**config.mk**
```make
export PLATFORM = sky130hd
export DESIGN_NAME = clmul_top
export DESIGN_NICKNAME = d
export VERILOG_FILES = /design/src/design/clmul_pkg.sv /design/src/design/clmul_top.sv /design/src/design/diag_accum.sv /design/src/design/limb_mul_array.sv /design/src/design/limb_mul_serial.sv /design/src/design/clmul_ctrl.sv
export SDC_FILE = /design/constraint.sdc
export NUM_CORES = 2
export LEC_CHECK = 0
export ABC_AREA = 1
export BUFFER_PORTS_ARGS = -buffer_cell sky130_fd_sc_hd__buf_2
export CORE_MARGIN = 8
export CORE_UTILIZATION = 40
export DETAILED_ROUTE_END_ITERATION = 8
export SLEW_MARGIN = 20
export SYNTH_ARGS = -nofsm -noshare
export SYNTH_HDL_FRONTEND = slang
export SYNTH_SLANG_ARGS = --single-unit
```
**constraint.sdc**
```tcl
create_clock -name clk -period 6.89 [get_ports clk]
set_input_delay 0.3445 -clock clk [delete_from_list [all_inputs] [get_ports clk]]
set_output_delay 0.3445 -clock clk [all_outputs]
set_load 0.05 [all_outputs]
```
**src/design/clmul_pkg.sv**
```systemverilog
// Carry-less multiplier shared definitions
// Limb split factor, default limb width, operand and product types and
// the control state encoding
`default_nettype none

package clmul_pkg;

	// Split factor of the schoolbook algorithm
	localparam int LIMBS = 4;

	// Default limb width, 64-bit operands
	localparam int LIMB_W_DEFAULT = 16;

	typedef logic [LIMBS*LIMB_W_DEFAULT-1:0] opnd_t;
	typedef logic [2*LIMBS*LIMB_W_DEFAULT-1:0] prod_t;

	// Control FSM states
	typedef enum logic [2:0] {
		ST_IDLE,
		ST_LOAD,
		ST_MULT,
		ST_ACCUM,
		ST_ACK
	} ctrl_state_t;

endpackage

`default_nettype wire
```
**src/design/clmul_top.sv**
```systemverilog
// Four-way split carry-less multiplier, top level
// GF(2) polynomial product of two operands behind a four-phase
// req/ack handshake
`timescale 1ns/1ps
`default_nettype none

module clmul_top import clmul_pkg::*; #(
	parameter int LIMB_W = LIMB_W_DEFAULT
) (
	input  logic  clk,
	input  logic  rst,
	input  logic  req,
	input  opnd_t a,
	input  opnd_t b,
	output logic  ack,
	output prod_t c
);

	logic                            load;
	logic                            accum_en;
	logic                            mul_done;
	logic [2*LIMBS*LIMBS*LIMB_W-1:0] pp;

	clmul_ctrl u_ctrl (
		.clk      (clk),
		.rst      (rst),
		.req      (req),
		.mul_done (mul_done),
		.load     (load),
		.accum_en (accum_en),
		.ack      (ack)
	);

	// Sixteen limb products in parallel
	limb_mul_array #(
		.LIMB_W(LIMB_W)
	) u_array (
		.clk      (clk),
		.rst      (rst),
		.load     (load),
		.a        (a),
		.b        (b),
		.pp       (pp),
		.mul_done (mul_done)
	);

	diag_accum #(
		.LIMB_W(LIMB_W)
	) u_accum (
		.clk      (clk),
		.rst      (rst),
		.accum_en (accum_en),
		.pp       (pp),
		.c        (c)
	);

endmodule

`default_nettype wire

```
**src/design/diag_accum.sv**
```systemverilog
// Diagonal XOR combiner
// Folds the sixteen limb products into the full product, each at offset
// (i + j) limbs, and registers the result on accum_en
`timescale 1ns/1ps
`default_nettype none

module diag_accum import clmul_pkg::*; #(
	parameter int LIMB_W = LIMB_W_DEFAULT
) (
	input  logic                              clk,
	input  logic                              rst,
	input  logic                              accum_en,
	input  logic [2*LIMBS*LIMBS*LIMB_W-1:0]   pp,
	output logic [2*LIMBS*LIMB_W-1:0]         c
);

	localparam int PP_W   = 2 * LIMB_W;
	localparam int PROD_W = 2 * LIMBS * LIMB_W;

	logic [PROD_W-1:0] sum;

	// Products on the same diagonal overlap and cancel bitwise
	always_comb begin
		sum = '0;
		for (int i = 0; i < LIMBS; i++) begin
			for (int j = 0; j < LIMBS; j++) begin
				sum = sum ^ (PROD_W'(pp[(i*LIMBS+j)*PP_W +: PP_W]) << ((i + j) * LIMB_W));
			end
		end
	end

	// Result held between operations
	always_ff @(posedge clk) begin
		if (rst) begin
			c <= '0;
		end else if (accum_en) begin
			c <= sum;
		end
	end

endmodule

`default_nettype wire

```
**src/design/limb_mul_array.sv**
```systemverilog
// Limb product array
// Registers both operands on load and runs one serial unit per limb
// pair (ai, bj); mul_done when all sixteen units have finished
`timescale 1ns/1ps
`default_nettype none

module limb_mul_array import clmul_pkg::*; #(
	parameter int LIMB_W = LIMB_W_DEFAULT
) (
	input  logic                              clk,
	input  logic                              rst,
	input  logic                              load,
	input  logic [LIMBS*LIMB_W-1:0]           a,
	input  logic [LIMBS*LIMB_W-1:0]           b,
	output logic [2*LIMBS*LIMBS*LIMB_W-1:0]   pp,
	output logic                              mul_done
);

	localparam int PP_W = 2 * LIMB_W;

	logic [LIMBS*LIMB_W-1:0] a_q;
	logic [LIMBS*LIMB_W-1:0] b_q;
	logic [LIMBS*LIMBS-1:0]  done_vec;
	logic                    in_flight;

	// Operand capture
	always_ff @(posedge clk) begin
		if (load) begin
			a_q <= a;
			b_q <= b;
		end
	end

	// Unit (i, j) forms ai * bj
	for (genvar i = 0; i < LIMBS; i++) begin : g_row
		for (genvar j = 0; j < LIMBS; j++) begin : g_col
			limb_mul_serial #(
				.LIMB_W(LIMB_W)
			) u_mul (
				.clk  (clk),
				.rst  (rst),
				.load (load),
				.x    (a_q[i*LIMB_W +: LIMB_W]),
				.y    (b_q[j*LIMB_W +: LIMB_W]),
				.p    (pp[(i*LIMBS+j)*PP_W +: PP_W]),
				.done (done_vec[i*LIMBS+j])
			);
		end
	end

	assign mul_done = &done_vec;

	// Tracks a multiply between load and completion
	always_ff @(posedge clk) begin
		if (rst) begin
			in_flight <= 1'b0;
		end else if (load) begin
			in_flight <= 1'b1;
		end else if (mul_done) begin
			in_flight <= 1'b0;
		end
	end

	// No reload while the units are still counting
	assert property (@(posedge clk) disable iff (rst)
		load |-> !in_flight);

endmodule

`default_nettype wire

```
**src/design/limb_mul_serial.sv**
```systemverilog
// Bit-serial carry-less limb multiplier
// Scans one bit of x per cycle and XORs the shifted y into the partial
// product; done after LIMB_W cycles
`timescale 1ns/1ps
`default_nettype none

module limb_mul_serial import clmul_pkg::*; #(
	parameter int LIMB_W = LIMB_W_DEFAULT
) (
	input  logic                  clk,
	input  logic                  rst,
	input  logic                  load,
	input  logic [LIMB_W-1:0]     x,
	input  logic [LIMB_W-1:0]     y,
	output logic [2*LIMB_W-1:0]   p,
	output logic                  done
);

	localparam int CNT_W = $clog2(LIMB_W + 1);
	localparam int IDX_W = (LIMB_W > 1) ? $clog2(LIMB_W) : 1;
	localparam logic [CNT_W-1:0] CNT_LAST = CNT_W'(LIMB_W - 1);
	localparam logic [CNT_W-1:0] CNT_MAX = CNT_W'(LIMB_W);

	logic [CNT_W-1:0]    cnt;
	logic                run;
	logic [2*LIMB_W-1:0] y_ext;

	assign y_ext = {{LIMB_W{1'b0}}, y};

	// Bit counter, parks at LIMB_W
	always_ff @(posedge clk) begin
		if (rst) begin
			cnt <= '0;
			run <= 1'b0;
		end else if (load) begin
			cnt <= '0;
			run <= 1'b1;
		end else if (run) begin
			cnt <= cnt + 1'b1;
			run <= (cnt != CNT_LAST);
		end
	end

	always_ff @(posedge clk) begin
		if (load) begin
			p <= '0;
		end else if (run && x[cnt[IDX_W-1:0]]) begin
			p <= p ^ (y_ext << cnt);
		end
	end

	assign done = (cnt == CNT_MAX);

	// Once finished the counter stays put until reloaded
	assert property (@(posedge clk) disable iff (rst)
		(cnt == CNT_MAX) && !load |=> (cnt == CNT_MAX));

endmodule

`default_nettype wire

```
**src/design/clmul_ctrl.sv**
```systemverilog
// Carry-less multiplier control
// Runs the four-phase req/ack handshake and sequences one product:
// operand load, serial multiply, diagonal accumulate, then ack
`timescale 1ns/1ps
`default_nettype none

module clmul_ctrl import clmul_pkg::*; (
	input  logic clk,
	input  logic rst,
	input  logic req,
	input  logic mul_done,
	output logic load,
	output logic accum_en,
	output logic ack
);

	ctrl_state_t state;
	ctrl_state_t state_nxt;

	always_ff @(posedge clk) begin
		if (rst) begin
			state <= ST_IDLE;
		end else begin
			state <= state_nxt;
		end
	end

	always_comb begin
		state_nxt = state;
		case (state)
			ST_IDLE: begin
				// New request accepted only from idle
				if (req) begin
					state_nxt = ST_LOAD;
				end
			end
			ST_LOAD: begin
				state_nxt = ST_MULT;
			end
			ST_MULT: begin
				// Wait for all sixteen limb units
				if (mul_done) begin
					state_nxt = ST_ACCUM;
				end
			end
			ST_ACCUM: begin
				state_nxt = ST_ACK;
			end
			ST_ACK: begin
				// Hold ack and product until the requester lets go
				if (!req) begin
					state_nxt = ST_IDLE;
				end
			end
			default: begin
				state_nxt = ST_IDLE;
			end
		endcase
	end

	// Strobes decoded from state
	assign load     = (state == ST_LOAD);
	assign accum_en = (state == ST_ACCUM);
	assign ack      = (state == ST_ACK);

	// ack only drops after the requester has released req
	assert property (@(posedge clk) disable iff (rst)
		$fell(ack) |-> ($past(req) == 1'b0));

	// Units restart on load, so a stale done never skips the multiply
	assert property (@(posedge clk) disable iff (rst)
		load |=> !mul_done);

	// Requester must wait for ack low before the next req
	assert property (@(posedge clk) disable iff (rst)
		$rose(req) |-> !ack);

endmodule

`default_nettype wire

```
==> metrics <==
vias in the first global route 57101; critical-path cell list clkinv_1, nor2_1, nand2_1, nand2_2, nor2_2, nor2_4, nand3_1, nand2_1, nand2_1, nor2_1; Max Cap Violations 0; Tcrit/Tclk final 51.2%; most common cell in the synthesized netlist nand2_1; mux cell area share after synthesis 0%; Post-synth EDFFs 128; met3 Track Usage GR 5.04%; HP Class primary input to flop; initial antenna violation count 8; GRT met2 Usage 47.2%; Leakage Power 29.3 nW; Synth top area share 25.1%; CP most frequent cell nand2_1; drt initial violations 7293; gr ovfl total 0; cell area after synthesis 0.0589 mm^2; total wire length 246000 um; final hold violations 0; initial core utilization 40.1%; Sequential Power Share 36.0%; switching pwr 8.69 mW; register area share after synthesis 31.6%; met1 usage 38.0%; simple-gate share of the synthesized area 43.5%; xor and xnor area share after synthesis 6.02%; ys async rst share 0%; Clock Tree Buf Depth 3; DP Wirelength 180000 um; Post-Place Cells 11027; Synth Area per Inst 6.26 um^2; WP data arrival 4200 ps; CTS tree done; vias post-DR 63823; Worst Slack Setup Final 3360 ps; clk_skew 38.1 ps; buffers added on ports 259; largest family of logic cells by synthesized area simple AND/OR/NAND/NOR gates; DRT Pass-1 Iters 6; Die ar. 0.160 mm^2; VDD IR-drop max 254 uV; Area contributors post-synth dfxtp_1 (25%), nand2_1 (19%), nand3_1 (16%); leading register cell type out of synthesis dfxtp_1; routability cong. 0.986; drt via density 5.62; H-tree depth 3; P per Cell Area 319 mW/mm^2; Clock Latency Late Sink 760 ps; Final nets 9513; first-pass GRT wire length 360000 um; Gate power share 35.3%; Critical Path RT 7570 ps; Yosys cell types 42; setup violators final 0; max incr delay on CP 960 ps; GRT Total Usage 29.3%; area grow syn2layout 9.85%; cell row count 141; relative slew slack 19.4%; Cells after Synth 9414; Compound-Gate Fraction of Synth Area 8.59%; cell area after layout 0.0647 mm^2; die width 400 um; setup TNS 0 ps; core area 0.147 mm^2; Slew @ Worst Pin 1210 ps; Num CTS Buffers 104; die height 400 um; syn nets 9593; DR DRC count 0; critical path class flop to flop; Post-Layout Cell Count 11355; Slew Viols, Final 0; Total Power 20.7 mW; YS warnings 0; clock period minus worst slack 3530 ps; Switching Share 42.0%; Yosys top cell by area dfxtp_1; P_int 12.0 mW; clock sinks 867; Worst-path clk slew 60 ps; Critical Path Start Type flop; dpl cell area 0.0597 mm^2; Setup WS pre-CTS 3420 ps; Top-Level Pins 260; # Post-CTS Setup Buffers 0; Synth Area in Adders 1.02%; Root Buffer clkbuf_16; wire per inst 21.7 um; critical-path maximum fanout 48; synth cell count leaders nand2_1 (2959), nand3_1 (1910), nor2_1 (842); RSZ-0062 raised after global routing false; Max stage delay cell, worst path dfxtp_1; Yosys reg bits 867; layer with the highest usage met2; f_max 284 MHz; Clk network pwr share 28.7%; antenna viol nets, final 0; crit end category flop; largest net degree at the start of global routing 124; status complete, no violations; layout cell share with drive strength beyond 1 6.64%
## routing by layer
layer  share of wire, %  up-vias
met5             0.0049        -
met4                5.7        2
met3                7.9      602
met2                 45     2683
met1                 42    29733
li1                   -    30803
## what timing repair did
action                                  CTS  global route
hold buffers                            129             0
hold endpoints to repair                130             0
gates resized for setup                   0             0
endpoints found under the setup margin    0             0
## cell usage in the layout (no fill, tap or decap), types with 26 or more instances in the layout
| master | netlist | final |
|---|---|---|
| o21ai_0 | 172 | 172 |
| a21oi_1 | 550 | 550 |
| nand2b_1 | 26 | 26 |
| buf_2 | 162 | 259 |
| o21ai_1 | 36 | 36 |
| nand2_1 | 2959 | 2958 |
| buf_4 | 67 | 62 |
| inv_2 | 37 | 36 |
| dlygate4sd3_1 | 0 | 129 |
| clkbuf_16 | 0 | 106 |
| dfxtp_1 | 739 | 736 |
| o221ai_1 | 32 | 32 |
| nor2_1 | 842 | 842 |
| inv_1 | 472 | 471 |
| edfxtp_1 | 128 | 128 |
| ha_1 | 48 | 48 |
| xor2_1 | 177 | 177 |
| xnor2_1 | 228 | 228 |
| a31oi_1 | 67 | 67 |
| nand3_1 | 1910 | 1910 |
| nand4_1 | 130 | 130 |
| nor3_1 | 50 | 49 |
| o211ai_1 | 38 | 38 |
## power groups by stage
stage               combinational (mW)  clock (mW)  sequential, mW
detailed placement                7.13           0            7.50
global route                      8.10        6.21            7.52
CTS                               7.22        6.05            7.39
finish                            7.30        5.93            7.45
floorplan                         5.40           0            6.97
global placement                  7.02           0            7.46
## logic make-up (layout without fill, tap and decap cells)
family,after synthesis,count (layout)
other,0,2
adders and majority gates,48,48
xor gates and xnor gates,405,405
AOI/OAI and AO/OA,929,929
and+or+nand+nor,6000,6000
DFF,867,867
buffers and inverters,1165,1174
## state kept, by name (all words and copies together) (netlist names)
| name | cells |
|---|---|
| u_array.a_q | 64 |
| u_ctrl.state | 3 |
| u_accum.c | 128 |
| u_array.b_q | 64 |
| u_array.g_row.g_col.u_mul.p | 512 |
| u_array.g_row.g_col.u_mul.run | 16 |
| u_array.g_row.g_col.u_mul.cnt | 80 |
## critical path: cells and delay by family (launching register included)
| family | cells | cell delay, ps |
|---|---|---|
| buffers and inverters | 1 | 760 |
| DFF | 1 | 960 |
| and+or+nand+nor | 9 | 1720 |
## final cells by class
type                            instances  area, um^2
Timing Repair Buffer                  452        3100
Tap cell                             1930        2410
Sequential cell                       867       18600
Clock inverter                         57         719
Multi-Input combinational cell       7382       34900
Antenna cell                            2        5.00
Fill cell                           15525       82200
Clock buffer                          138        2950
Inverter                              527        2030
## per-stage QoR
step                hold slack (ps)  utilization [%]
floorplan                       443                -
global placement                451             40.6
detailed placement              455             40.6
CTS                             234             44.0
global route                    259             44.1
finish                          287             44.1
## final timing paths
path | start | end | slack [ps] | depth (start not counted)
worst min register to register | u_array.g_row[1].g_col[1].u_mul.p[5] | u_array.g_row[1].g_col[1].u_mul.p[5] | 460 | 2
worst max register to register | u_array.g_row[1].g_col[0].u_mul.cnt[2] | u_array.g_row[1].g_col[0].u_mul.p[21] | 3360 | 10
worst max-delay path | u_array.g_row[1].g_col[0].u_mul.cnt[2] | u_array.g_row[1].g_col[0].u_mul.p[21] | 3360 | 10
worst min-delay path | a[15] | u_array.a_q[15] | 290 | 2
(Power assumes the default switching activity.)
